File: config.mk
export PLATFORM = sky130hd
export DESIGN_NAME = axil_clint_flat
export DESIGN_NICKNAME = d
export VERILOG_FILES = /design/src/design/soc_pkg.sv /design/src/design/axil_if.sv /design/src/design/axil_clint.sv /design/src/flat_wrapper.sv
export VERILOG_INCLUDE_DIRS = /design/src /design/src/design
export SDC_FILE = /design/constraint.sdc
export NUM_CORES = 1
export LEC_CHECK = 0
export ABC_AREA = 1
export BUFFER_PORTS_ARGS = -buffer_cell sky130_fd_sc_hd__buf_2
export CAP_MARGIN = 20
export CORE_UTILIZATION = 62
export CTS_BUF_LIST = sky130_fd_sc_hd__clkbuf_8 sky130_fd_sc_hd__clkbuf_16
export DETAILED_ROUTE_END_ITERATION = 16
export GPL_TIMING_DRIVEN = 0
export PLACE_DENSITY = 0.86
export SLEW_MARGIN = 15
export SYNTH_ARGS = -nofsm -noshare
export SYNTH_HDL_FRONTEND = slang
export SYNTH_SLANG_ARGS = --single-unit
File: constraint.sdc
create_clock -name clk -period 2.8 [get_ports clk]
set_input_delay 0.28 -clock clk [delete_from_list [all_inputs] [get_ports clk]]
set_output_delay 0.28 -clock clk [all_outputs]
set_load 0.05 [all_outputs]
File: src/design/soc_defines.svh
`ifndef SOC_DEFINES_SVH
`define SOC_DEFINES_SVH

// bus widths
`define AXIL_ADDR_W 32
`define AXIL_DATA_W 32

// address map, END is exclusive
`define SRAM_BASE  32'h8000_0000
`define SRAM_END   32'h8000_1000
`define UART_BASE  32'h1000_0000
`define UART_END   32'h1000_0010
`define CLINT_BASE 32'h0200_0000
`define CLINT_END  32'h0200_0010

// 4 KiB window
`define SRAM_DEPTH_WORDS 1024

`define UART_CLKS_PER_BIT 4

`endif

File: src/design/soc_pkg.sv
package soc_pkg;

  typedef enum logic [1:0] {
    RESP_OKAY   = 2'b00,
    RESP_SLVERR = 2'b10,
    RESP_DECERR = 2'b11
  } axil_resp_e;

  typedef enum logic [2:0] {
    XBAR_IDLE,
    XBAR_SRAM_R,
    XBAR_UART_R,
    XBAR_CLINT_R,
    XBAR_SRAM_W,
    XBAR_UART_W,
    XBAR_CLINT_W,
    XBAR_ERR     // unmapped address, answered locally
  } xbar_state_e;

  // 64-bit timer word, seen whole or as two bus-sized halves
  typedef union packed {
    logic [63:0] full;
    struct packed {
      logic [31:0] hi;
      logic [31:0] lo;
    } half;
  } timer_word_u;

endpackage

File: src/design/axil_if.sv
`timescale 1ns/1ns
`include "soc_defines.svh"

interface axil_if;
  logic [`AXIL_ADDR_W-1:0] araddr;
  logic                    arvalid;
  logic                    arready;
  logic [`AXIL_DATA_W-1:0] rdata;
  soc_pkg::axil_resp_e     rresp;
  logic                    rvalid;
  logic                    rready;
  logic [`AXIL_ADDR_W-1:0] awaddr;
  logic                    awvalid;
  logic                    awready;
  logic [`AXIL_DATA_W-1:0] wdata;
  logic                    wvalid;
  logic                    wready;
  soc_pkg::axil_resp_e     bresp;
  logic                    bvalid;
  logic                    bready;

  modport master (
    output araddr, arvalid, rready, awaddr, awvalid, wdata, wvalid, bready,
    input  arready, rdata, rresp, rvalid, awready, wready, bresp, bvalid
  );

  modport slave (
    input  araddr, arvalid, rready, awaddr, awvalid, wdata, wvalid, bready,
    output arready, rdata, rresp, rvalid, awready, wready, bresp, bvalid
  );

endinterface

File: src/design/axil_clint.sv
`timescale 1ns/1ns
`include "soc_defines.svh"

module axil_clint (
  input  logic  clk,
  input  logic  rst,
  axil_if.slave bus_s,
  output logic  timer_irq_o
);

  soc_pkg::timer_word_u    mtime_q, mtimecmp_q;
  soc_pkg::axil_resp_e     bresp_q;
  logic [`AXIL_DATA_W-1:0] rdata_q, rd_word;
  logic rvalid_q, bvalid_q, rd_go, wr_go;

  assign rd_go = bus_s.arvalid && !rvalid_q;
  assign wr_go = bus_s.awvalid && bus_s.wvalid && !bvalid_q;

  assign bus_s.arready = !rvalid_q;
  assign bus_s.rdata   = rdata_q;
  assign bus_s.rresp   = soc_pkg::RESP_OKAY;
  assign bus_s.rvalid  = rvalid_q;
  assign bus_s.awready = wr_go;
  assign bus_s.wready  = wr_go;
  assign bus_s.bresp   = bresp_q;
  assign bus_s.bvalid  = bvalid_q;

  always_comb begin
    case (bus_s.araddr[3:2])
      2'd0:    rd_word = mtimecmp_q.half.lo;
      2'd1:    rd_word = mtimecmp_q.half.hi;
      2'd2:    rd_word = mtime_q.half.lo;
      default: rd_word = mtime_q.half.hi;
    endcase
  end

  always_ff @(posedge clk or negedge rst) begin
    if (!rst) begin
      rvalid_q    <= 1'b0;
      bvalid_q    <= 1'b0;
      mtime_q     <= '0;
      mtimecmp_q  <= '1;  // far future, no irq
      timer_irq_o <= 1'b0;
    end else begin
      mtime_q.full <= mtime_q.full + 64'd1;
      timer_irq_o  <= mtime_q.full >= mtimecmp_q.full;
      if (rd_go) rvalid_q <= 1'b1;
      else if (bus_s.rready) rvalid_q <= 1'b0;
      if (wr_go) bvalid_q <= 1'b1;
      else if (bus_s.bready) bvalid_q <= 1'b0;
      if (wr_go && bus_s.awaddr[3:2] == 2'd0) mtimecmp_q.half.lo <= bus_s.wdata;
      if (wr_go && bus_s.awaddr[3:2] == 2'd1) mtimecmp_q.half.hi <= bus_s.wdata;
    end
  end

  always_ff @(posedge clk) begin
    if (rd_go) rdata_q <= rd_word;
    // mtime is read only from the bus
    if (wr_go) bresp_q <= bus_s.awaddr[3] ? soc_pkg::RESP_SLVERR : soc_pkg::RESP_OKAY;
  end

endmodule

File: src/flat_wrapper.sv
// flat-port wrapper written by rule: the top's interface ports become plain ports
module axil_clint_flat 
  (clk, rst, timer_irq_o, bus_s_araddr, bus_s_arvalid, bus_s_rready, bus_s_awaddr, bus_s_awvalid, bus_s_wdata, bus_s_wvalid, bus_s_bready, bus_s_arready, bus_s_rdata, bus_s_rresp, bus_s_rvalid, bus_s_awready, bus_s_wready, bus_s_bresp, bus_s_bvalid);
  axil_if bus_s_i ();
  input  logic clk;
  input  logic rst;
  output logic timer_irq_o;
  input wire logic [$bits(bus_s_i.araddr)-1:0] bus_s_araddr;
  input wire logic [$bits(bus_s_i.arvalid)-1:0] bus_s_arvalid;
  input wire logic [$bits(bus_s_i.rready)-1:0] bus_s_rready;
  input wire logic [$bits(bus_s_i.awaddr)-1:0] bus_s_awaddr;
  input wire logic [$bits(bus_s_i.awvalid)-1:0] bus_s_awvalid;
  input wire logic [$bits(bus_s_i.wdata)-1:0] bus_s_wdata;
  input wire logic [$bits(bus_s_i.wvalid)-1:0] bus_s_wvalid;
  input wire logic [$bits(bus_s_i.bready)-1:0] bus_s_bready;
  output wire logic [$bits(bus_s_i.arready)-1:0] bus_s_arready;
  output wire logic [$bits(bus_s_i.rdata)-1:0] bus_s_rdata;
  output wire logic [$bits(bus_s_i.rresp)-1:0] bus_s_rresp;
  output wire logic [$bits(bus_s_i.rvalid)-1:0] bus_s_rvalid;
  output wire logic [$bits(bus_s_i.awready)-1:0] bus_s_awready;
  output wire logic [$bits(bus_s_i.wready)-1:0] bus_s_wready;
  output wire logic [$bits(bus_s_i.bresp)-1:0] bus_s_bresp;
  output wire logic [$bits(bus_s_i.bvalid)-1:0] bus_s_bvalid;
  assign bus_s_i.araddr = bus_s_araddr;
  assign bus_s_i.arvalid = bus_s_arvalid;
  assign bus_s_i.rready = bus_s_rready;
  assign bus_s_i.awaddr = bus_s_awaddr;
  assign bus_s_i.awvalid = bus_s_awvalid;
  assign bus_s_i.wdata = bus_s_wdata;
  assign bus_s_i.wvalid = bus_s_wvalid;
  assign bus_s_i.bready = bus_s_bready;
  assign bus_s_arready = bus_s_i.arready;
  assign bus_s_rdata = bus_s_i.rdata;
  assign bus_s_rresp = bus_s_i.rresp;
  assign bus_s_rvalid = bus_s_i.rvalid;
  assign bus_s_awready = bus_s_i.awready;
  assign bus_s_wready = bus_s_i.wready;
  assign bus_s_bresp = bus_s_i.bresp;
  assign bus_s_bvalid = bus_s_i.bvalid;
  axil_clint u_core (.clk(clk), .rst(rst), .bus_s(bus_s_i), .timer_irq_o(timer_irq_o));
endmodule
==> results.toml <==
[min_path]
min_path_type = "in -> reg"

[routing]
ant_nets = 0
vias = 8603
totalWireLength_um = 30200
wl_per_cell_um = 20.8
first_iter_violations = 743
drtPass1Iterations = 7
viasPerCell = 5.91
drc_errors = 0

[synthesis]
synthCells = 1154
ys_ff_latch = 164
ys_async_sr_fraction = 0.799
synth_area_per_cell_um2 = 8.27
synthesis.area_um2 = 9540
yosys-top-cells-count = "253 x nand2_1, 178 x inv_1, 105 x o21ai_0"
synth_edf_count = 33
synth_top_area_frac = 0.176
yosysSeqAreaShare = 0.456
synth_cell_types = 38
synth_ff_type = "dfrtp_1"
synth.most_common_cell = "nand2_1"
ys_warn_count = 0
synth_top_cell_by_area = "dfstp_2"
ys_top_cells_by_area = "dfstp_2 18%, dfrtp_1 18%, edfxtp_1 10%"

[die]
die-area_um2 = 15900
core-area_um2 = 14800
fp-row-count = 44
pin_count = 145
start_util = 0.647
fp.dieW_um = 126
dieHeight_um = 126

[worst_setup_path]
critPathArrivalTime_ns = 2.94
cpLargestDelayFamily = "simple AND/OR/NAND/NOR gates"
cp_cell_sequence = "inv_1 -> ha_1 -> nand2_1 -> nor2_1 -> nand2_1 -> nor3_1 -> nand2_1 -> nor3_1 -> nand2_1 -> nand2_1"
max_stage_delay_ns = 0.62
cp_num_buf_inv = 1
worstPathRequired_ns = 3.17
crit_top_cell = "nand2_1"
start_kind = "register"
end_kind = "register"
critPathMaxFanout = 3
critPathKind = "reg -> reg"
worst_path_max_delay_cell = "nor3_1"

[clock_network]
ctsHoldBuffers = 1
htreeDepth = 4
insertion_delay_ns = 0.44
clkSlewWorstSetupHoldPaths_ns = 0.07
clock_path_buffers = 2
cts_resized = 0
root_buffer = "clkbuf_16"
cts_tree = "yes"
post_cts_buffers = 0
cts_inserted_buffers = 17
cts.sinks = 164

[global_route]
grt_usage = 0.398
antenna_found_initial = 0
grt_pass1_vias = 8557
grt_first_pass_wirelength_um = 46700
globalRoute.totalOverflow = 0
grt_start_max_net_pins = 71

[placement]
io_buffer_count = 81
dp_slack_ns = 0.338
dp_cells = 1422
finalWeightedCongestion = 0.959
dp_hpwl_um = 22700

[timing]
timing.final.crit_period_ns = 2.57
hold_viol = 0
fin_skew_ns = 0.00911
rsz0062_at_grt = "false"
fin_hold_ws_ns = 0.0144
maxSlewViolCount = 0
setup_violations = 0
fin_ws_ns = 0.234
finalCritPeriodShare = 0.917
clock.fmax_ghz = 0.390
worst_pin_slew_ns = 1.10
slew_headroom = 0.268

[status]
status = "finished, final reports clean"

[power]
p_leak_nw = 5.04
ir_drop_uv = 464
power.total_mw = 6.92
powerDensity_nw_per_um2 = 636

[cells_and_area]
utilization = 0.737
finalNonFillerCells = 1455
n_antenna_cell = 0
fillers = 1117
drive_gt1_frac = 0.170
multiInputGateArea_um2 = 4390
syn2layout_area_growth_pct = 14.0
layout.nets = 1426
ff_latch_area_um2 = 4350

[job]
drv_cap = 0
==> per-layer routing <==
metal,share of wire,GRT usage
met1,0.40,0.511
met2,0.45,0.622
met3,0.11,0.119
met4,0.043,0.187
met5,0,0
==> flip-flops by register name, indices dropped and copies added, names as in the netlist <==
name	cells
u_core.bus_s.bvalid	1
u_core.mtime_q	64
u_core.bus_s.rdata	32
u_core.timer_irq_o	1
u_core.mtimecmp_q	64
u_core.bus_s.bresp	1
u_core.bus_s.rvalid	1
==> area by class of cell <==
class,count,share of cell area
Inverter,184,0.0636
Clock inverter,14,0.0194
Timing Repair Buffer,83,0.0413
Multi-Input combinational cell,781,0.403
Tap cell,184,0.0212
Sequential cell,164,0.400
Buffer,27,0.0109
Clock buffer,18,0.0404
==> per-stage QoR <==
stage | TNS (ns) | area [µm²]
floorplan | 0 | 9550
global placement | -17.15 | 10200
detailed placement | 0 | 10200
CTS | 0 | 10900
global route | 0 | 10900
finish | 0 | 10900
==> cells in the final DEF (no fill, tap or decap), types with 15 or more instances in the layout <==
cell and count:
a21oi_1 48, buf_2 82, clkbuf_1 20, clkbuf_16 17, dfrtp_1 67, dfstp_2 64
edfxtp_1 33, ha_1 65, inv_1 180, nand2_1 253, nand3_1 40, nor2_1 102
nor3_1 28, o21ai_0 105, o22ai_1 15, xor2_1 48
==> final timing paths <==
check / start / to / slack (ns) / depth (start not counted)
worst max-delay path: u_core.mtimecmp_q[62] / u_core.timer_irq_o / 0.23 / 10
max in group asynchronous: rst / u_core.mtimecmp_q[1] / 1.59 / 3
worst max register to register: u_core.mtimecmp_q[62] / u_core.timer_irq_o / 0.23 / 10
worst min-delay path: bus_s_bready / u_core.bus_s.bvalid / 0.01 / 2
min in group asynchronous: rst / u_core.bus_s.rvalid / 0.40 / 2
worst min register to register: u_core.mtimecmp_q[34] / u_core.mtimecmp_q[34] / 0.49 / 2
==> cells by family after synthesis <==
| logic type | Yosys count | share of synthesized area |
|---|---|---|
| xor gates and xnor gates | 58 | 0.0532 |
| adders and majority gates | 65 | 0.0852 |
| other | 1 | 0.000393 |
| buffers and inverters | 211 | 0.0850 |
| and+or+nand+nor | 466 | 0.213 |
| DFF | 164 | 0.456 |
| AOI/OAI and AO/OA | 189 | 0.108 |
==> power by group <==
group	leakage, nW	internal (mW)	total, mW	switching (mW)
registers	1.91	2.90	3.07	0.175
clock network	0.321	1.60	2.60	0.997
logic	2.81	0.383	1.25	0.866
total	5.04	4.88	6.92	2.04
Power figures use the tool's default switching activity.
