`src/design/soc_defines.svh`:
```
`ifndef SOC_DEFINES_SVH
`define SOC_DEFINES_SVH

// bus widths
`define AXIL_ADDR_W 32
`define AXIL_DATA_W 32

// address map, END is exclusive
`define SRAM_BASE  32'h8000_0000
`define SRAM_END   32'h8000_1000
`define UART_BASE  32'h1000_0000
`define UART_END   32'h1000_0010
`define CLINT_BASE 32'h0200_0000
`define CLINT_END  32'h0200_0010

// 4 KiB window
`define SRAM_DEPTH_WORDS 1024

`define UART_CLKS_PER_BIT 4

`endif

```
`src/design/soc_pkg.sv`:
```
package soc_pkg;

  typedef enum logic [1:0] {
    RESP_OKAY   = 2'b00,
    RESP_SLVERR = 2'b10,
    RESP_DECERR = 2'b11
  } axil_resp_e;

  typedef enum logic [2:0] {
    XBAR_IDLE,
    XBAR_SRAM_R,
    XBAR_UART_R,
    XBAR_CLINT_R,
    XBAR_SRAM_W,
    XBAR_UART_W,
    XBAR_CLINT_W,
    XBAR_ERR     // unmapped address, answered locally
  } xbar_state_e;

  // 64-bit timer word, seen whole or as two bus-sized halves
  typedef union packed {
    logic [63:0] full;
    struct packed {
      logic [31:0] hi;
      logic [31:0] lo;
    } half;
  } timer_word_u;

endpackage

```
`src/design/axil_if.sv`:
```
`timescale 1ns/1ns
`include "soc_defines.svh"

interface axil_if;
  logic [`AXIL_ADDR_W-1:0] araddr;
  logic                    arvalid;
  logic                    arready;
  logic [`AXIL_DATA_W-1:0] rdata;
  soc_pkg::axil_resp_e     rresp;
  logic                    rvalid;
  logic                    rready;
  logic [`AXIL_ADDR_W-1:0] awaddr;
  logic                    awvalid;
  logic                    awready;
  logic [`AXIL_DATA_W-1:0] wdata;
  logic                    wvalid;
  logic                    wready;
  soc_pkg::axil_resp_e     bresp;
  logic                    bvalid;
  logic                    bready;

  modport master (
    output araddr, arvalid, rready, awaddr, awvalid, wdata, wvalid, bready,
    input  arready, rdata, rresp, rvalid, awready, wready, bresp, bvalid
  );

  modport slave (
    input  araddr, arvalid, rready, awaddr, awvalid, wdata, wvalid, bready,
    output arready, rdata, rresp, rvalid, awready, wready, bresp, bvalid
  );

endinterface

```
`src/design/axil_uart.sv`:
```
`timescale 1ns/1ns
`include "soc_defines.svh"

module axil_uart (
  input  logic  clk,
  input  logic  rst,
  axil_if.slave bus_s,
  output logic  uart_tx_o
);

  localparam int CNT_W = $clog2(`UART_CLKS_PER_BIT + 1);
  localparam logic [CNT_W-1:0] CNT_LAST = CNT_W'(`UART_CLKS_PER_BIT - 1);

  logic [9:0]              shift_q;  // stop, data, start
  logic [3:0]              bit_cnt_q;
  logic [CNT_W-1:0]        clk_cnt_q;
  logic [`AXIL_DATA_W-1:0] rdata_q;
  soc_pkg::axil_resp_e     bresp_q;
  logic busy_q, rvalid_q, bvalid_q, rd_go, wr_go, tx_wr, load;

  assign rd_go = bus_s.arvalid && !rvalid_q;
  assign wr_go = bus_s.awvalid && bus_s.wvalid && !bvalid_q;
  assign tx_wr = bus_s.awaddr[3:2] == 2'd0;    // TXDATA
  assign load  = wr_go && tx_wr && !busy_q;
  assign uart_tx_o = shift_q[0];

  assign bus_s.arready = !rvalid_q;
  assign bus_s.rdata   = rdata_q;
  assign bus_s.rresp   = soc_pkg::RESP_OKAY;
  assign bus_s.rvalid  = rvalid_q;
  assign bus_s.awready = wr_go;
  assign bus_s.wready  = wr_go;
  assign bus_s.bresp   = bresp_q;
  assign bus_s.bvalid  = bvalid_q;

  always_ff @(posedge clk or negedge rst) begin
    if (!rst) begin
      rvalid_q <= 1'b0;
      bvalid_q <= 1'b0;
    end else begin
      if (rd_go) rvalid_q <= 1'b1;
      else if (bus_s.rready) rvalid_q <= 1'b0;
      if (wr_go) bvalid_q <= 1'b1;
      else if (bus_s.bready) bvalid_q <= 1'b0;
    end
  end

  always_ff @(posedge clk) begin
    if (rd_go) rdata_q <= (bus_s.araddr[3:2] == 2'd1) ? `AXIL_DATA_W'(busy_q) : '0;
    if (wr_go) bresp_q <= (tx_wr && busy_q) ? soc_pkg::RESP_SLVERR : soc_pkg::RESP_OKAY;
  end

  // 8N1 serializer, ones shift in behind the frame so the line idles high
  always_ff @(posedge clk or negedge rst) begin
    if (!rst) begin
      shift_q   <= '1;
      busy_q    <= 1'b0;
      bit_cnt_q <= '0;
      clk_cnt_q <= '0;
    end else if (load) begin
      shift_q   <= {1'b1, bus_s.wdata[7:0], 1'b0};
      busy_q    <= 1'b1;
      bit_cnt_q <= '0;
      clk_cnt_q <= '0;
    end else if (busy_q) begin
      if (clk_cnt_q == CNT_LAST) begin
        clk_cnt_q <= '0;
        shift_q   <= {1'b1, shift_q[9:1]};
        if (bit_cnt_q == 4'd9) busy_q <= 1'b0;  // stop bit done
        else bit_cnt_q <= bit_cnt_q + 4'd1;
      end else begin
        clk_cnt_q <= clk_cnt_q + 1'b1;
      end
    end
  end

  a_no_reload: assert property (@(posedge clk) disable iff (!rst)
    busy_q |=> !busy_q || (bit_cnt_q >= $past(bit_cnt_q)));

endmodule

```
`src/flat_wrapper.sv`:
```
// flat-port wrapper written by rule: the top's interface ports become plain ports
module axil_uart_flat 
  (clk, rst, uart_tx_o, bus_s_araddr, bus_s_arvalid, bus_s_rready, bus_s_awaddr, bus_s_awvalid, bus_s_wdata, bus_s_wvalid, bus_s_bready, bus_s_arready, bus_s_rdata, bus_s_rresp, bus_s_rvalid, bus_s_awready, bus_s_wready, bus_s_bresp, bus_s_bvalid);
  axil_if bus_s_i ();
  input  logic clk;
  input  logic rst;
  output logic uart_tx_o;
  input wire logic [$bits(bus_s_i.araddr)-1:0] bus_s_araddr;
  input wire logic [$bits(bus_s_i.arvalid)-1:0] bus_s_arvalid;
  input wire logic [$bits(bus_s_i.rready)-1:0] bus_s_rready;
  input wire logic [$bits(bus_s_i.awaddr)-1:0] bus_s_awaddr;
  input wire logic [$bits(bus_s_i.awvalid)-1:0] bus_s_awvalid;
  input wire logic [$bits(bus_s_i.wdata)-1:0] bus_s_wdata;
  input wire logic [$bits(bus_s_i.wvalid)-1:0] bus_s_wvalid;
  input wire logic [$bits(bus_s_i.bready)-1:0] bus_s_bready;
  output wire logic [$bits(bus_s_i.arready)-1:0] bus_s_arready;
  output wire logic [$bits(bus_s_i.rdata)-1:0] bus_s_rdata;
  output wire logic [$bits(bus_s_i.rresp)-1:0] bus_s_rresp;
  output wire logic [$bits(bus_s_i.rvalid)-1:0] bus_s_rvalid;
  output wire logic [$bits(bus_s_i.awready)-1:0] bus_s_awready;
  output wire logic [$bits(bus_s_i.wready)-1:0] bus_s_wready;
  output wire logic [$bits(bus_s_i.bresp)-1:0] bus_s_bresp;
  output wire logic [$bits(bus_s_i.bvalid)-1:0] bus_s_bvalid;
  assign bus_s_i.araddr = bus_s_araddr;
  assign bus_s_i.arvalid = bus_s_arvalid;
  assign bus_s_i.rready = bus_s_rready;
  assign bus_s_i.awaddr = bus_s_awaddr;
  assign bus_s_i.awvalid = bus_s_awvalid;
  assign bus_s_i.wdata = bus_s_wdata;
  assign bus_s_i.wvalid = bus_s_wvalid;
  assign bus_s_i.bready = bus_s_bready;
  assign bus_s_arready = bus_s_i.arready;
  assign bus_s_rdata = bus_s_i.rdata;
  assign bus_s_rresp = bus_s_i.rresp;
  assign bus_s_rvalid = bus_s_i.rvalid;
  assign bus_s_awready = bus_s_i.awready;
  assign bus_s_wready = bus_s_i.wready;
  assign bus_s_bresp = bus_s_i.bresp;
  assign bus_s_bvalid = bus_s_i.bvalid;
  axil_uart u_core (.clk(clk), .rst(rst), .bus_s(bus_s_i), .uart_tx_o(uart_tx_o));
endmodule
```
`config.mk`:
```
export PLATFORM = sky130hd
export DESIGN_NAME = axil_uart_flat
export DESIGN_NICKNAME = d
export VERILOG_FILES = /design/src/design/soc_pkg.sv /design/src/design/axil_if.sv /design/src/design/axil_uart.sv /design/src/flat_wrapper.sv
export VERILOG_INCLUDE_DIRS = /design/src /design/src/design
export SDC_FILE = /design/constraint.sdc
export NUM_CORES = 1
export LEC_CHECK = 0
export ABC_CLOCK_PERIOD_IN_PS = 1400
export BUFFER_PORTS_ARGS = -buffer_cell sky130_fd_sc_hd__buf_4
export CORE_UTILIZATION = 30
export DETAILED_ROUTE_END_ITERATION = 8
export PLACE_DENSITY = 0.75
export SLEW_MARGIN = 20
export SYNTH_ARGS = -nofsm -noshare
export SYNTH_HDL_FRONTEND = slang
export SYNTH_SLANG_ARGS = --single-unit
```
`constraint.sdc`:
```
create_clock -name clk -period 1.4 [get_ports clk]
set_clock_uncertainty 0.1 [all_clocks]
set_input_delay 0.14 -clock clk [delete_from_list [all_inputs] [get_ports clk]]
set_output_delay 0.14 -clock clk [all_outputs]
set_load 0.05 [all_outputs]
```
==> metrics.txt <==
post-route ant nets=0; Via density=4.344; top post-synthesis cells by area=buf_4, dfrtp_1, dfstp_2, a221o_1, edfxtp_1; DIE WIDTH=between 60 and 70 um; Remaining DRCs=0; Max rail drop VDD=a little over 0.7 mV; Setup violations, final=8; Hold Path Depth=3; Wirelength per Cell=~11 um; Critical Path Stages=5; fin nets=275; Skew-Pair Late Insertion Delay=0.27 ns; reg-to-reg endpoint=u_core.bit_cnt_q[1]; part of the Yosys area used for sequential elements=approximately 42%; WL final=roughly 2.4 mm; vias=947; RSZ-0062 raised after global routing=yes; largest net degree at the start of global routing=20; final setup margin=-0.03594 ns; post-DP HPWL=between 1.5 and 2 mm; biggest area consumer among synthesized cells=buf_4; first-pass GRT wire length=approximately 3.7 mm; worst hold path startpoint=bus_s_wdata[7]; syn_area_per_cell=10.37 um2; Power Dens Cells=1861 nW/um2; GPL Wtd Cong=between 0.7 and 0.8; CTS Buf Count=3; share of the synthesized area in the top cell type=about a fifth; core box area=4086 um2; area grow syn2layout=28.09%; Min-Delay Endpoint=u_core.shift_q[8]; CP Buf/Inv Count=1; Distinct cells, synth=35; vias in the first global route=800; CP max FO=6; Worst setup SP type=register; maximum clock rate=between 600 and 700 MHz; synthesis-stage register bit count=21; CTS tree=built; grt total ovfl=0; cell area after synthesis=1296 um2; slowest CP cell=dfrtp_1; CP arrival=1.54 ns; Worst Reg-to-Reg Cells=5; violated checks=hold timing, setup timing; part of the cycle the worst path needs=102.6%; Power, Total=just over 3000 uW; clk sink count=21; Syn. warnings=0; GRT Util Overall=about 11%; die area=approximately 4600 um2; Site Rows=23; status=finished, violations left; delay-heaviest family, CP=simple AND/OR/NAND/NOR gates; Slew Limit Fails=0; DR iter-0 viols=51; FILL cells=roughly 400; H-tree Lvls=1; Worst R2R Start=u_core.clk_cnt_q[1]; worst min path class=input port to register; Placed Area=between 1000 and 1500 um2; first-pass iteration count of the detailed router=4; diode count=0; CP Cell Sequence=ha_4, buf_6, nand3b_4, or3_4, a21oi_2; worst hold slack=-0.002796 ns; chip height=a little under 70 um; Worst Path Required=1.50 ns; critical setup path kind=register to register; endpoints failing hold=1; Crit path largest cell delay=0.40 ns; total leakage power=roughly 0.00080 uW; Cells after Synth=~130; Final min period=between 1 and 1.5 ns; IO Pins=about 150; CP endpoint kind=register; layout cell share with drive strength beyond 1=just over 40%; R2R setup slack=-0.04 ns; Max Buffers Root-to-Sink=2; max-cap violation count=0; Starting Density=a little under a third; port bufs=26; root buffer cell=clkbuf_8; CTS clk-pin slew, worst paths=0.09 ns; initial antenna violation count=0; Final Instance Area=1660 um2
## metrics by stage
stage,setup slack (ns),setup TNS [ns],instances,util [%]
CTS,-0.03565,-0.1216,214,39.44
global placement,-0.06592,-0.3809,205,36.44
global route,-0.07204,-0.5499,218,40.63
finish,-0.03594,-0.1140,218,40.63
floorplan,-0.1531,-0.7319,158,-
detailed placement,-0.07949,-0.4538,205,36.44
## flip-flops by register name (all words and copies together) (netlist names)
| register | count |
|---|---|
| u_core.bit_cnt_q | 4 |
| u_core.bus_s.bresp | 1 |
| u_core.bus_s.bvalid | 1 |
| u_core.bus_s.rdata | 1 |
| u_core.bus_s.rvalid | 1 |
| u_core.busy_q | 1 |
| u_core.clk_cnt_q | 3 |
| u_core.shift_q | 9 |
## worst max-delay path by stage
stage,start,endpoint
after global routing,u_core.clk_cnt_q[1],u_core.bit_cnt_q[1]
after CTS,u_core.clk_cnt_q[0],u_core.bit_cnt_q[1]
after floorplan,u_core.bus_s.bvalid,u_core.shift_q[4]
after detailed placement,u_core.clk_cnt_q[1],u_core.shift_q[4]
final,u_core.clk_cnt_q[1],u_core.bit_cnt_q[1]
after global placement,u_core.clk_cnt_q[1],u_core.shift_q[3]
## tightest hold or removal path, delay by kind of cell
kind / cells / cell delay (ns)
compound gates: 1 / 0.07
simple gates: 1 / 0.05
buf+inv: 1 / 0.11
## cell usage in the layout (no fill, tap or decap), types with 2 or more instances in the layout
cell            n
a21oi_1         5
a21oi_2         2
a221o_1         6
a22o_1          2
and2_1          5
and2_4          3
and3b_1         2
and3b_2         2
buf_4          37
buf_8           2
clkbuf_8        3
conb_1         34
dfrtp_1         9
dfstp_2         9
dlygate4sd3_1   3
edfxtp_1        2
ha_1            2
inv_1           4
nand2_1         2
nand3_1         3
nand3b_4        2
nor2_1          3
o21ai_0         3
o21ai_1         3
or3_1           2
## report_power, final
part,internal (uW),switching (uW)
logic,720,825
clock network,202,225
registers,949,168
total,1870,1220
## cells by family (layout without fill, tap and decap cells)
logic type               after synthesis  count (layout)  synth area share, %
buffers and inverters                 43              52                23.55
AND/OR/NAND/NOR                       28              29                14.96
flip-flops                            21              21                42.18
adder cells (fa/ha/maj)                3               3                2.896
AO/OA/AOI/OAI                         27              27                14.48
multiplexers                           2               2                1.641
other                                  1              34               0.2893
## what timing repair did
item	4_1_cts	5_1_grt
buffers inserted	1	4
pin swaps	10	2
cloned	1	0
hold buffers	3	0
hold endpoints to repair	21	0
resized for setup	8	8
setup endpoints to repair	12	14
## final cells by class
type	count	area [um2]	share of cell area [%]
clock buffers	3	41.29	2.487
clock inverters	1	7.507	0.4521
inverters	5	26.28	1.583
multi-input cells	95	625.6	37.68
flip-flops and latches	21	548.0	33.01
well taps	50	62.56	3.768
repair buffers	43	349.1	21.02
## synthesized netlist by cell type
library cell / n
and2_1: 7
a22oi_1: 1
dfrtp_1: 10
a21o_1: 1
dfstp_2: 9
edfxtp_1: 2
and2_4: 1
nor2b_1: 1
nand3b_2: 1
a221o_1: 6
a31oi_1: 1
and3b_1: 3
buf_4: 36
nor3b_1: 1
o21bai_1: 1
mux2_2: 1
a21oi_1: 7
nand3b_4: 1
a22o_1: 2
inv_2: 1
inv_1: 4
nor2_1: 3
and2b_1: 1
nor3_2: 1
ha_1: 3
o21ai_0: 6
buf_2: 1
or3_1: 3
nand3_1: 3
o31ai_1: 1
nand2_1: 2
conb_1: 1
buf_6: 1
a21oi_2: 1
mux2i_1: 1
## routing by layer
metal | up-vias | share of wire, % | global-route usage [%]
li1 | 450 | - | -
met5 | - | 0 | 0
met3 | 5 | 7.9 | 3.041
met4 | 0 | 2.1 | 6.383
met2 | 45 | 44 | 17.20
met1 | 447 | 46 | 14.61
Note: power is estimated with default switching activity, not from simulation.
