--- src/design/soc_defines.svh ---
`ifndef SOC_DEFINES_SVH
`define SOC_DEFINES_SVH

// bus widths
`define AXIL_ADDR_W 32
`define AXIL_DATA_W 32

// address map, END is exclusive
`define SRAM_BASE  32'h8000_0000
`define SRAM_END   32'h8000_1000
`define UART_BASE  32'h1000_0000
`define UART_END   32'h1000_0010
`define CLINT_BASE 32'h0200_0000
`define CLINT_END  32'h0200_0010

// 4 KiB window
`define SRAM_DEPTH_WORDS 1024

`define UART_CLKS_PER_BIT 4

`endif

--- src/design/soc_pkg.sv ---
package soc_pkg;

  typedef enum logic [1:0] {
    RESP_OKAY   = 2'b00,
    RESP_SLVERR = 2'b10,
    RESP_DECERR = 2'b11
  } axil_resp_e;

  typedef enum logic [2:0] {
    XBAR_IDLE,
    XBAR_SRAM_R,
    XBAR_UART_R,
    XBAR_CLINT_R,
    XBAR_SRAM_W,
    XBAR_UART_W,
    XBAR_CLINT_W,
    XBAR_ERR     // unmapped address, answered locally
  } xbar_state_e;

  // 64-bit timer word, seen whole or as two bus-sized halves
  typedef union packed {
    logic [63:0] full;
    struct packed {
      logic [31:0] hi;
      logic [31:0] lo;
    } half;
  } timer_word_u;

endpackage

--- src/design/axil_if.sv ---
`timescale 1ns/1ns
`include "soc_defines.svh"

interface axil_if;
  logic [`AXIL_ADDR_W-1:0] araddr;
  logic                    arvalid;
  logic                    arready;
  logic [`AXIL_DATA_W-1:0] rdata;
  soc_pkg::axil_resp_e     rresp;
  logic                    rvalid;
  logic                    rready;
  logic [`AXIL_ADDR_W-1:0] awaddr;
  logic                    awvalid;
  logic                    awready;
  logic [`AXIL_DATA_W-1:0] wdata;
  logic                    wvalid;
  logic                    wready;
  soc_pkg::axil_resp_e     bresp;
  logic                    bvalid;
  logic                    bready;

  modport master (
    output araddr, arvalid, rready, awaddr, awvalid, wdata, wvalid, bready,
    input  arready, rdata, rresp, rvalid, awready, wready, bresp, bvalid
  );

  modport slave (
    input  araddr, arvalid, rready, awaddr, awvalid, wdata, wvalid, bready,
    output arready, rdata, rresp, rvalid, awready, wready, bresp, bvalid
  );

endinterface

--- src/design/axil_xbar.sv ---
`timescale 1ns/1ns
`include "soc_defines.svh"

module axil_xbar (
  input  logic  clk,
  input  logic  rst,
  axil_if.slave  cpu_s,
  axil_if.master sram_m,
  axil_if.master uart_m,
  axil_if.master clint_m
);

  soc_pkg::xbar_state_e state_q, state_nx;
  logic [2:0] rd_hot, wr_hot;  // clint, uart, sram
  logic err_st, err_rd_q, err_done_q, err_ar_rdy, err_w_rdy, err_accept;
  logic r_hs, b_hs;

  function automatic soc_pkg::xbar_state_e decode(input logic [`AXIL_ADDR_W-1:0] addr,
                                                  input logic rd);
    if (addr >= `SRAM_BASE && addr < `SRAM_END)
      return rd ? soc_pkg::XBAR_SRAM_R : soc_pkg::XBAR_SRAM_W;
    if (addr >= `UART_BASE && addr < `UART_END)
      return rd ? soc_pkg::XBAR_UART_R : soc_pkg::XBAR_UART_W;
    if (addr >= `CLINT_BASE && addr < `CLINT_END)
      return rd ? soc_pkg::XBAR_CLINT_R : soc_pkg::XBAR_CLINT_W;
    return soc_pkg::XBAR_ERR;
  endfunction

  assign rd_hot = {state_q == soc_pkg::XBAR_CLINT_R, state_q == soc_pkg::XBAR_UART_R,
                   state_q == soc_pkg::XBAR_SRAM_R};
  assign wr_hot = {state_q == soc_pkg::XBAR_CLINT_W, state_q == soc_pkg::XBAR_UART_W,
                   state_q == soc_pkg::XBAR_SRAM_W};

  // local DECERR responder
  assign err_st     = state_q == soc_pkg::XBAR_ERR;
  assign err_ar_rdy = err_st && err_rd_q && !err_done_q;
  assign err_w_rdy  = err_st && !err_rd_q && !err_done_q && cpu_s.awvalid && cpu_s.wvalid;
  assign err_accept = (err_ar_rdy && cpu_s.arvalid) || err_w_rdy;

  // only the selected slave sees the CPU
  assign sram_m.araddr   = rd_hot[0] ? cpu_s.araddr : '0;
  assign sram_m.arvalid  = rd_hot[0] && cpu_s.arvalid;
  assign sram_m.rready   = rd_hot[0] && cpu_s.rready;
  assign sram_m.awaddr   = wr_hot[0] ? cpu_s.awaddr : '0;
  assign sram_m.awvalid  = wr_hot[0] && cpu_s.awvalid;
  assign sram_m.wdata    = wr_hot[0] ? cpu_s.wdata : '0;
  assign sram_m.wvalid   = wr_hot[0] && cpu_s.wvalid;
  assign sram_m.bready   = wr_hot[0] && cpu_s.bready;
  assign uart_m.araddr   = rd_hot[1] ? cpu_s.araddr : '0;
  assign uart_m.arvalid  = rd_hot[1] && cpu_s.arvalid;
  assign uart_m.rready   = rd_hot[1] && cpu_s.rready;
  assign uart_m.awaddr   = wr_hot[1] ? cpu_s.awaddr : '0;
  assign uart_m.awvalid  = wr_hot[1] && cpu_s.awvalid;
  assign uart_m.wdata    = wr_hot[1] ? cpu_s.wdata : '0;
  assign uart_m.wvalid   = wr_hot[1] && cpu_s.wvalid;
  assign uart_m.bready   = wr_hot[1] && cpu_s.bready;
  assign clint_m.araddr  = rd_hot[2] ? cpu_s.araddr : '0;
  assign clint_m.arvalid = rd_hot[2] && cpu_s.arvalid;
  assign clint_m.rready  = rd_hot[2] && cpu_s.rready;
  assign clint_m.awaddr  = wr_hot[2] ? cpu_s.awaddr : '0;
  assign clint_m.awvalid = wr_hot[2] && cpu_s.awvalid;
  assign clint_m.wdata   = wr_hot[2] ? cpu_s.wdata : '0;
  assign clint_m.wvalid  = wr_hot[2] && cpu_s.wvalid;
  assign clint_m.bready  = wr_hot[2] && cpu_s.bready;

  // one-hot and-or of the selected slave back to the CPU
  assign cpu_s.arready = |(rd_hot & {clint_m.arready, uart_m.arready, sram_m.arready}) ||
                         err_ar_rdy;
  assign cpu_s.rvalid  = |(rd_hot & {clint_m.rvalid, uart_m.rvalid, sram_m.rvalid}) ||
                         (err_st && err_rd_q && err_done_q);
  assign cpu_s.rdata   = ({`AXIL_DATA_W{rd_hot[0]}} & sram_m.rdata) |
                         ({`AXIL_DATA_W{rd_hot[1]}} & uart_m.rdata) |
                         ({`AXIL_DATA_W{rd_hot[2]}} & clint_m.rdata);
  assign cpu_s.rresp   = (err_st && err_rd_q) ? soc_pkg::RESP_DECERR :
                         soc_pkg::axil_resp_e'(({2{rd_hot[0]}} & sram_m.rresp) |
                                               ({2{rd_hot[1]}} & uart_m.rresp) |
                                               ({2{rd_hot[2]}} & clint_m.rresp));
  assign cpu_s.awready = |(wr_hot & {clint_m.awready, uart_m.awready, sram_m.awready}) ||
                         err_w_rdy;
  assign cpu_s.wready  = |(wr_hot & {clint_m.wready, uart_m.wready, sram_m.wready}) ||
                         err_w_rdy;
  assign cpu_s.bvalid  = |(wr_hot & {clint_m.bvalid, uart_m.bvalid, sram_m.bvalid}) ||
                         (err_st && !err_rd_q && err_done_q);
  assign cpu_s.bresp   = (err_st && !err_rd_q) ? soc_pkg::RESP_DECERR :
                         soc_pkg::axil_resp_e'(({2{wr_hot[0]}} & sram_m.bresp) |
                                               ({2{wr_hot[1]}} & uart_m.bresp) |
                                               ({2{wr_hot[2]}} & clint_m.bresp));

  assign r_hs = cpu_s.rvalid && cpu_s.rready;
  assign b_hs = cpu_s.bvalid && cpu_s.bready;

  always_comb begin
    state_nx = state_q;
    if (state_q == soc_pkg::XBAR_IDLE) begin
      if (cpu_s.arvalid) state_nx = decode(cpu_s.araddr, 1'b1);  // reads first
      else if (cpu_s.awvalid) state_nx = decode(cpu_s.awaddr, 1'b0);
    end else if (r_hs || b_hs) begin
      state_nx = soc_pkg::XBAR_IDLE;
    end
  end

  always_ff @(posedge clk or negedge rst) begin
    if (!rst) begin
      state_q    <= soc_pkg::XBAR_IDLE;
      err_rd_q   <= 1'b0;
      err_done_q <= 1'b0;
    end else begin
      state_q <= state_nx;
      if (state_q == soc_pkg::XBAR_IDLE) err_rd_q <= cpu_s.arvalid;
      if (!err_st) err_done_q <= 1'b0;
      else if (err_accept) err_done_q <= 1'b1;  // address (and data) taken
    end
  end

  // no slave still holds a response once the crossbar is back in idle
  a_idle_quiet: assert property (@(posedge clk) disable iff (!rst)
    state_q == soc_pkg::XBAR_IDLE |-> !(sram_m.rvalid || sram_m.bvalid ||
      uart_m.rvalid || uart_m.bvalid || clint_m.rvalid || clint_m.bvalid));

  // a wait state ends only on the response handshake of its own direction
  a_hold_wait: assert property (@(posedge clk) disable iff (!rst)
    (state_q != soc_pkg::XBAR_IDLE) && !((|rd_hot || (err_st && err_rd_q)) ? r_hs : b_hs)
    |=> state_q == $past(state_q));

endmodule

--- src/flat_wrapper.sv ---
// flat-port wrapper written by rule: the top's interface ports become plain ports
module axil_xbar_flat 
  (clk, rst, cpu_s_araddr, cpu_s_arvalid, cpu_s_rready, cpu_s_awaddr, cpu_s_awvalid, cpu_s_wdata, cpu_s_wvalid, cpu_s_bready, cpu_s_arready, cpu_s_rdata, cpu_s_rresp, cpu_s_rvalid, cpu_s_awready, cpu_s_wready, cpu_s_bresp, cpu_s_bvalid, sram_m_araddr, sram_m_arvalid, sram_m_rready, sram_m_awaddr, sram_m_awvalid, sram_m_wdata, sram_m_wvalid, sram_m_bready, sram_m_arready, sram_m_rdata, sram_m_rresp, sram_m_rvalid, sram_m_awready, sram_m_wready, sram_m_bresp, sram_m_bvalid, uart_m_araddr, uart_m_arvalid, uart_m_rready, uart_m_awaddr, uart_m_awvalid, uart_m_wdata, uart_m_wvalid, uart_m_bready, uart_m_arready, uart_m_rdata, uart_m_rresp, uart_m_rvalid, uart_m_awready, uart_m_wready, uart_m_bresp, uart_m_bvalid, clint_m_araddr, clint_m_arvalid, clint_m_rready, clint_m_awaddr, clint_m_awvalid, clint_m_wdata, clint_m_wvalid, clint_m_bready, clint_m_arready, clint_m_rdata, clint_m_rresp, clint_m_rvalid, clint_m_awready, clint_m_wready, clint_m_bresp, clint_m_bvalid);
  axil_if cpu_s_i ();
  axil_if sram_m_i ();
  axil_if uart_m_i ();
  axil_if clint_m_i ();
  input  logic clk;
  input  logic rst;
  input wire logic [$bits(cpu_s_i.araddr)-1:0] cpu_s_araddr;
  input wire logic [$bits(cpu_s_i.arvalid)-1:0] cpu_s_arvalid;
  input wire logic [$bits(cpu_s_i.rready)-1:0] cpu_s_rready;
  input wire logic [$bits(cpu_s_i.awaddr)-1:0] cpu_s_awaddr;
  input wire logic [$bits(cpu_s_i.awvalid)-1:0] cpu_s_awvalid;
  input wire logic [$bits(cpu_s_i.wdata)-1:0] cpu_s_wdata;
  input wire logic [$bits(cpu_s_i.wvalid)-1:0] cpu_s_wvalid;
  input wire logic [$bits(cpu_s_i.bready)-1:0] cpu_s_bready;
  output wire logic [$bits(cpu_s_i.arready)-1:0] cpu_s_arready;
  output wire logic [$bits(cpu_s_i.rdata)-1:0] cpu_s_rdata;
  output wire logic [$bits(cpu_s_i.rresp)-1:0] cpu_s_rresp;
  output wire logic [$bits(cpu_s_i.rvalid)-1:0] cpu_s_rvalid;
  output wire logic [$bits(cpu_s_i.awready)-1:0] cpu_s_awready;
  output wire logic [$bits(cpu_s_i.wready)-1:0] cpu_s_wready;
  output wire logic [$bits(cpu_s_i.bresp)-1:0] cpu_s_bresp;
  output wire logic [$bits(cpu_s_i.bvalid)-1:0] cpu_s_bvalid;
  output wire logic [$bits(sram_m_i.araddr)-1:0] sram_m_araddr;
  output wire logic [$bits(sram_m_i.arvalid)-1:0] sram_m_arvalid;
  output wire logic [$bits(sram_m_i.rready)-1:0] sram_m_rready;
  output wire logic [$bits(sram_m_i.awaddr)-1:0] sram_m_awaddr;
  output wire logic [$bits(sram_m_i.awvalid)-1:0] sram_m_awvalid;
  output wire logic [$bits(sram_m_i.wdata)-1:0] sram_m_wdata;
  output wire logic [$bits(sram_m_i.wvalid)-1:0] sram_m_wvalid;
  output wire logic [$bits(sram_m_i.bready)-1:0] sram_m_bready;
  input wire logic [$bits(sram_m_i.arready)-1:0] sram_m_arready;
  input wire logic [$bits(sram_m_i.rdata)-1:0] sram_m_rdata;
  input wire logic [$bits(sram_m_i.rresp)-1:0] sram_m_rresp;
  input wire logic [$bits(sram_m_i.rvalid)-1:0] sram_m_rvalid;
  input wire logic [$bits(sram_m_i.awready)-1:0] sram_m_awready;
  input wire logic [$bits(sram_m_i.wready)-1:0] sram_m_wready;
  input wire logic [$bits(sram_m_i.bresp)-1:0] sram_m_bresp;
  input wire logic [$bits(sram_m_i.bvalid)-1:0] sram_m_bvalid;
  output wire logic [$bits(uart_m_i.araddr)-1:0] uart_m_araddr;
  output wire logic [$bits(uart_m_i.arvalid)-1:0] uart_m_arvalid;
  output wire logic [$bits(uart_m_i.rready)-1:0] uart_m_rready;
  output wire logic [$bits(uart_m_i.awaddr)-1:0] uart_m_awaddr;
  output wire logic [$bits(uart_m_i.awvalid)-1:0] uart_m_awvalid;
  output wire logic [$bits(uart_m_i.wdata)-1:0] uart_m_wdata;
  output wire logic [$bits(uart_m_i.wvalid)-1:0] uart_m_wvalid;
  output wire logic [$bits(uart_m_i.bready)-1:0] uart_m_bready;
  input wire logic [$bits(uart_m_i.arready)-1:0] uart_m_arready;
  input wire logic [$bits(uart_m_i.rdata)-1:0] uart_m_rdata;
  input wire logic [$bits(uart_m_i.rresp)-1:0] uart_m_rresp;
  input wire logic [$bits(uart_m_i.rvalid)-1:0] uart_m_rvalid;
  input wire logic [$bits(uart_m_i.awready)-1:0] uart_m_awready;
  input wire logic [$bits(uart_m_i.wready)-1:0] uart_m_wready;
  input wire logic [$bits(uart_m_i.bresp)-1:0] uart_m_bresp;
  input wire logic [$bits(uart_m_i.bvalid)-1:0] uart_m_bvalid;
  output wire logic [$bits(clint_m_i.araddr)-1:0] clint_m_araddr;
  output wire logic [$bits(clint_m_i.arvalid)-1:0] clint_m_arvalid;
  output wire logic [$bits(clint_m_i.rready)-1:0] clint_m_rready;
  output wire logic [$bits(clint_m_i.awaddr)-1:0] clint_m_awaddr;
  output wire logic [$bits(clint_m_i.awvalid)-1:0] clint_m_awvalid;
  output wire logic [$bits(clint_m_i.wdata)-1:0] clint_m_wdata;
  output wire logic [$bits(clint_m_i.wvalid)-1:0] clint_m_wvalid;
  output wire logic [$bits(clint_m_i.bready)-1:0] clint_m_bready;
  input wire logic [$bits(clint_m_i.arready)-1:0] clint_m_arready;
  input wire logic [$bits(clint_m_i.rdata)-1:0] clint_m_rdata;
  input wire logic [$bits(clint_m_i.rresp)-1:0] clint_m_rresp;
  input wire logic [$bits(clint_m_i.rvalid)-1:0] clint_m_rvalid;
  input wire logic [$bits(clint_m_i.awready)-1:0] clint_m_awready;
  input wire logic [$bits(clint_m_i.wready)-1:0] clint_m_wready;
  input wire logic [$bits(clint_m_i.bresp)-1:0] clint_m_bresp;
  input wire logic [$bits(clint_m_i.bvalid)-1:0] clint_m_bvalid;
  assign cpu_s_i.araddr = cpu_s_araddr;
  assign cpu_s_i.arvalid = cpu_s_arvalid;
  assign cpu_s_i.rready = cpu_s_rready;
  assign cpu_s_i.awaddr = cpu_s_awaddr;
  assign cpu_s_i.awvalid = cpu_s_awvalid;
  assign cpu_s_i.wdata = cpu_s_wdata;
  assign cpu_s_i.wvalid = cpu_s_wvalid;
  assign cpu_s_i.bready = cpu_s_bready;
  assign cpu_s_arready = cpu_s_i.arready;
  assign cpu_s_rdata = cpu_s_i.rdata;
  assign cpu_s_rresp = cpu_s_i.rresp;
  assign cpu_s_rvalid = cpu_s_i.rvalid;
  assign cpu_s_awready = cpu_s_i.awready;
  assign cpu_s_wready = cpu_s_i.wready;
  assign cpu_s_bresp = cpu_s_i.bresp;
  assign cpu_s_bvalid = cpu_s_i.bvalid;
  assign sram_m_araddr = sram_m_i.araddr;
  assign sram_m_arvalid = sram_m_i.arvalid;
  assign sram_m_rready = sram_m_i.rready;
  assign sram_m_awaddr = sram_m_i.awaddr;
  assign sram_m_awvalid = sram_m_i.awvalid;
  assign sram_m_wdata = sram_m_i.wdata;
  assign sram_m_wvalid = sram_m_i.wvalid;
  assign sram_m_bready = sram_m_i.bready;
  assign sram_m_i.arready = sram_m_arready;
  assign sram_m_i.rdata = sram_m_rdata;
  assign sram_m_i.rresp = sram_m_rresp;
  assign sram_m_i.rvalid = sram_m_rvalid;
  assign sram_m_i.awready = sram_m_awready;
  assign sram_m_i.wready = sram_m_wready;
  assign sram_m_i.bresp = sram_m_bresp;
  assign sram_m_i.bvalid = sram_m_bvalid;
  assign uart_m_araddr = uart_m_i.araddr;
  assign uart_m_arvalid = uart_m_i.arvalid;
  assign uart_m_rready = uart_m_i.rready;
  assign uart_m_awaddr = uart_m_i.awaddr;
  assign uart_m_awvalid = uart_m_i.awvalid;
  assign uart_m_wdata = uart_m_i.wdata;
  assign uart_m_wvalid = uart_m_i.wvalid;
  assign uart_m_bready = uart_m_i.bready;
  assign uart_m_i.arready = uart_m_arready;
  assign uart_m_i.rdata = uart_m_rdata;
  assign uart_m_i.rresp = uart_m_rresp;
  assign uart_m_i.rvalid = uart_m_rvalid;
  assign uart_m_i.awready = uart_m_awready;
  assign uart_m_i.wready = uart_m_wready;
  assign uart_m_i.bresp = uart_m_bresp;
  assign uart_m_i.bvalid = uart_m_bvalid;
  assign clint_m_araddr = clint_m_i.araddr;
  assign clint_m_arvalid = clint_m_i.arvalid;
  assign clint_m_rready = clint_m_i.rready;
  assign clint_m_awaddr = clint_m_i.awaddr;
  assign clint_m_awvalid = clint_m_i.awvalid;
  assign clint_m_wdata = clint_m_i.wdata;
  assign clint_m_wvalid = clint_m_i.wvalid;
  assign clint_m_bready = clint_m_i.bready;
  assign clint_m_i.arready = clint_m_arready;
  assign clint_m_i.rdata = clint_m_rdata;
  assign clint_m_i.rresp = clint_m_rresp;
  assign clint_m_i.rvalid = clint_m_rvalid;
  assign clint_m_i.awready = clint_m_awready;
  assign clint_m_i.wready = clint_m_wready;
  assign clint_m_i.bresp = clint_m_bresp;
  assign clint_m_i.bvalid = clint_m_bvalid;
  axil_xbar u_core (.clk(clk), .rst(rst), .cpu_s(cpu_s_i), .sram_m(sram_m_i), .uart_m(uart_m_i), .clint_m(clint_m_i));
endmodule
--- config.mk ---
export PLATFORM = sky130hd
export DESIGN_NAME = axil_xbar_flat
export DESIGN_NICKNAME = d
export VERILOG_FILES = /design/src/design/soc_pkg.sv /design/src/design/axil_if.sv /design/src/design/axil_xbar.sv /design/src/flat_wrapper.sv
export VERILOG_INCLUDE_DIRS = /design/src /design/src/design
export SDC_FILE = /design/constraint.sdc
export NUM_CORES = 1
export LEC_CHECK = 0
export ABC_AREA = 1
export ABC_CLOCK_PERIOD_IN_PS = 1600
export BUFFER_PORTS_ARGS = -buffer_cell sky130_fd_sc_hd__buf_2
export CAP_MARGIN = 10
export CORE_AREA = 2 2 221 223
export DETAILED_ROUTE_END_ITERATION = 8
export DIE_AREA = 0 0 223 225
export HOLD_SLACK_MARGIN = 0.08
export PLACE_DENSITY_LB_ADDON = 0.08
export SYNTH_ARGS = -nofsm -noshare
export SYNTH_HDL_FRONTEND = slang
export SYNTH_SLANG_ARGS = --single-unit
--- constraint.sdc ---
create_clock -name clk -period 1.6 [get_ports clk]
set_input_delay 0.24 -clock clk [delete_from_list [all_inputs] [get_ports clk]]
set_output_delay 0.24 -clock clk [all_outputs]
set_load 0.05 [all_outputs]
==> results <==
- The number of instances in the synthesized netlist is 719.
- The clock passes through at most 2 buffers.
- Combinational cells account for roughly 100% of the total power.
- The min-delay analysis places its worst path in the category input pin to flop.
- Measured against its own limit, the worst slew margin works out to 67.89%.
- Net switching is 58.90% of the power.
- The placed wire-length estimate after detailed placement is approximately 27000 µm.
- The die covers 0.05018 mm².
- The number of iterations in the first detailed-routing pass is 6.
- The initial utilization of the core area, before any placement, comes to 6.524%.
- The cell area after layout is 0.01422 mm².
- CTS built an H-tree with a depth of 1.
- The worst setup slack after layout is -0.3445 ns.
- The checks that failed: setup timing.
- The repair_antennas step left the layout with diodes totalling 0.
- The endpoint of the worst-slack reg-to-reg timing path is u_core.state_q[0].
- In the final routed layout, each cell accounts on average for around 18 µm.
- The run finished, with violations left.
- The worst hold path cell count is 4.
- Clock-pin slew was measured on the worst setup and hold paths at 0.03 ns.
- The internal power component is 10.15 mW.
- For this run, the leading register cell type out of synthesis is sky130_fd_sc_hd__dfrtp_1.
- Hold is met by between 0.3 and 0.4 ns.
- TritonCTS created 3 clock buffers.
- In the final design database the tool counted roughly 1600 nets.
- The mapped netlist covers roughly 0.0031 mm².
- The average instance in the mapped netlist occupies 4.314 µm².
- The total global-route track usage is 12.24%.
- The placeable core region is approximately 0.048 mm².
- The sequential-to-total area share from yosys stat is under 10%.
- The worst min-delay path endpoint is u_core.state_q[2].
- The first global-routing pass estimated around 46000 µm of wire.
- Prior to clock tree synthesis, the placed netlist has a worst setup slack of -0.2909 ns.
- Counting tap cells, the placed design contains a total of 1942 instances.
- The startpoint identified for the worst register-to-register timing path is u_core.state_q[0].
- Cells with a size suffix above 1 make up 78.83% of the layout.
- Counting instances in the post-synthesis netlist gives the leading cell types as sky130_fd_sc_hd__nor2_1 (343), sky130_fd_sc_hd__nand2_1 (129), sky130_fd_sc_hd__inv_1 (115).
- The number of global-route vias before repair is between 7000 and 8000.
- The overflow left after global routing is 0.
- The violation count after the first detailed-routing iteration is 124.
- Entering global routing, the biggest net connects 26 pins.
- The clock latency of the later-clocked register in the worst-skew pair is 0.23 ns.
- The TritonCTS clock tree is done.
- Measured along the x axis, the die boundary spans 223 µm.
- The signed area change from the synthesized netlist to the final layout is 358.5%.
- The max-slew violation count is 0.
- Sorting the synthesized cells by area gives the leading types as sky130_fd_sc_hd__nor2_1 (42%), sky130_fd_sc_hd__nand2_1 (16%), sky130_fd_sc_hd__inv_1 (14%).
- Setup repair after global routing could not meet its margin everywhere.
- The number of antenna violations at the first check in global routing is 7.
- In this run the core area contains 80 standard-cell rows.
- The number of library cell types mapped by synthesis is 22.
- In this run, the clock network consumes 1.7% of the power.
- Using the TritonRoute via totals, the vias-per-cell ratio works out to 3.604.
- The flip-flop and latch count after synthesis is 5.
- The data required time at the worst endpoint is about 1.4 ns.
- The proportion of netlist area held by the largest area contributor is 41.51%.
- The I/O pin total is 570.
- STA classifies the critical path startpoint as a flop.
- The clock arrives with about 0.0015 ns of skew.
- Setup violations remaining at the end of the flow were counted as 347.
- The data arrival at the endpoint of the critical path is 1.70 ns.
- The most frequently used cell type in the post-synthesis netlist is sky130_fd_sc_hd__nor2_1.
- In this run the power density over the cells is ~1700 mW/mm².
- The TritonCTS sink count is 5.
- The async set or reset register ratio after synthesis is 100.0%.
- The static leakage is 6.362 nW.
- The total negative slack is -87.89 ns.
- The final critical path takes up 121.5% of the cycle.
- The post-detailed-route count of antenna-violating nets is 0.
- The clock period minus worst slack is 1.945 ns.
- The final routed DRC violation total is 0.
- The root buffer cell chosen for the clock tree is sky130_fd_sc_hd__clkbuf_16.
- The die extent in y is between 200 and 250 µm.
- Yosys mapped a number of flops with a built-in enable equal to 0.
- The category of the critical setup timing path is flop to output port.
- The net count of the mapped netlist is 945.
- The biggest fanout along the worst timing path is 21.
- In this run the register-to-register setup slack is -0.11 ns.
- Based on the critical path, the design can be clocked at up to around 0.51 GHz.
- The startpoint identified for the worst hold timing path is cpu_s_arvalid.
- The maximum VDD drop is 0.8939 mV.
- Once layout is complete, the cells apart from fillers number 2004.
- At the end of routability-driven placement, the weighted congestion stood at 0.7507.
- The Yosys warning count is 0.
- The number of buffer cells added on primary ports is 569.
- The count of maximum capacitance violations is 0.
- The type of destination of the critical path is an output port.
- At the pin with the least slew margin, the transition time is about 0.48 ns.
- The sequential fraction of design power is 1.2%.
- The placed instance area is 0.01013 mm².
- The number of hold violations in the final report was 0.
- The cell type with the highest aggregate area in the netlist is sky130_fd_sc_hd__nor2_1.
- Summing over every cut layer, the via total after detailed routing is 7223.
- The path depth of the worst reg2reg path is 9.
- The routed design has ~35000 µm of wire.
- The total net switching power is 14.55 mW.
## cell usage in the layout (no fill, tap or decap), types with 2 or more instances in the layout
| cell type | Yosys | final |
|---|---|---|
| sky130_fd_sc_hd__buf_16 | 0 | 13 |
| sky130_fd_sc_hd__nor2_4 | 0 | 300 |
| sky130_fd_sc_hd__nand2_2 | 1 | 40 |
| sky130_fd_sc_hd__nor2_2 | 2 | 6 |
| sky130_fd_sc_hd__buf_4 | 2 | 52 |
| sky130_fd_sc_hd__nand3_2 | 3 | 6 |
| sky130_fd_sc_hd__a22oi_1 | 34 | 23 |
| sky130_fd_sc_hd__nand2_1 | 129 | 87 |
| sky130_fd_sc_hd__a21oi_1 | 3 | 2 |
| sky130_fd_sc_hd__a22oi_2 | 0 | 11 |
| sky130_fd_sc_hd__nand2_8 | 0 | 2 |
| sky130_fd_sc_hd__buf_2 | 21 | 225 |
| sky130_fd_sc_hd__dfrtp_2 | 0 | 3 |
| sky130_fd_sc_hd__nand3_1 | 13 | 8 |
| sky130_fd_sc_hd__buf_6 | 1 | 200 |
| sky130_fd_sc_hd__nor2_1 | 343 | 39 |
| sky130_fd_sc_hd__nand4_1 | 13 | 13 |
| sky130_fd_sc_hd__o21ai_0 | 4 | 4 |
| sky130_fd_sc_hd__inv_8 | 0 | 2 |
| sky130_fd_sc_hd__nand2_4 | 0 | 2 |
| sky130_fd_sc_hd__inv_2 | 5 | 3 |
| sky130_fd_sc_hd__inv_1 | 115 | 111 |
| sky130_fd_sc_hd__dfrtp_1 | 5 | 2 |
| sky130_fd_sc_hd__nand3_4 | 0 | 2 |
| sky130_fd_sc_hd__clkbuf_16 | 0 | 23 |
| sky130_fd_sc_hd__buf_8 | 0 | 131 |
| sky130_fd_sc_hd__nor3_4 | 2 | 2 |
| sky130_fd_sc_hd__nor3_1 | 2 | 2 |
| sky130_fd_sc_hd__buf_12 | 0 | 65 |
## flip-flops by register name (all words and copies together) (netlist names)
register,count
u_core.err_rd_q,1
u_core.err_done_q,1
u_core.state_q,3
## per-stage QoR
step | utilization [%] | power, mW
after global placement | 21.30 | 18.06
after floorplan | - | 12.76
after detailed placement | 21.30 | 17.90
after CTS | 25.38 | 21.42
final | 29.91 | 24.71
after global routing | 29.91 | 25.67
## worst max-delay path by stage
stage                       from                 to  depth (start not counted)
2_1_floorplan  u_core.state_q[0]   uart_m_araddr[0]                          4
3_3_place_gp   u_core.state_q[0]  sram_m_awaddr[21]                          6
3_5_place_dp   u_core.state_q[1]      uart_m_rready                          7
4_1_cts        u_core.state_q[2]    cpu_s_rdata[15]                          7
5_1_grt        u_core.state_q[1]   sram_m_wdata[28]                          7
6_report       u_core.state_q[1]    cpu_s_rdata[15]                          7
## logic make-up after synthesis
logic type             Yosys count  share of synthesized area, %
flip-flops                       5                         4.034
AND/OR/NAND/NOR                510                         65.39
AO/OA/AOI/OAI                   42                         9.641
buffers and inverters          162                         20.94
## critical path, cell delays in order, from the launching register on
cell	delay [ns]
sky130_fd_sc_hd__dfrtp_2	0.45
sky130_fd_sc_hd__buf_4	0.16
sky130_fd_sc_hd__nor3_4	0.14
sky130_fd_sc_hd__buf_12	0.16
sky130_fd_sc_hd__buf_12	0.17
sky130_fd_sc_hd__a22oi_1	0.09
sky130_fd_sc_hd__nand2_2	0.13
sky130_fd_sc_hd__buf_8	0.16
## power by group through the flow
stage                     clock network [mW]  logic (mW)  registers (mW)
after CTS                              0.428        20.7           0.284
after global placement                     0        17.8           0.276
after global routing                   0.437        24.9           0.296
after detailed placement                   0        17.6           0.274
after floorplan                            0        12.5           0.229
final                                  0.415        24.0           0.284
## cell type report
class,instances,area (µm²)
multi-input combinational,553,4848
tap,615,769.5
timing repair buffer,707,7905
sequential,5,128.9
inverter,120,489.2
fill,4979,33330
clock buffer,4,78.83
## timing repair
| item | 4_1_cts | 5_1_grt |
|---|---|---|
| endpoints found under the hold margin | 5 | 0 |
| endpoints found under the setup margin | 347 | 347 |
| gates resized for setup | 506 | 449 |
| hold buffers | 1 | 0 |
| pin swaps | 6 | 33 |
| cloned | 7 | 25 |
| setup buffers | 8 | 19 |
## layer usage
metal	wire [µm]	track usage, %
met1	12010	12.04
met2	20000	24.98
met3	2696	3.442
met4	737	2.728
met5	34	0
Note: power is estimated with default switching activity, not from simulation.
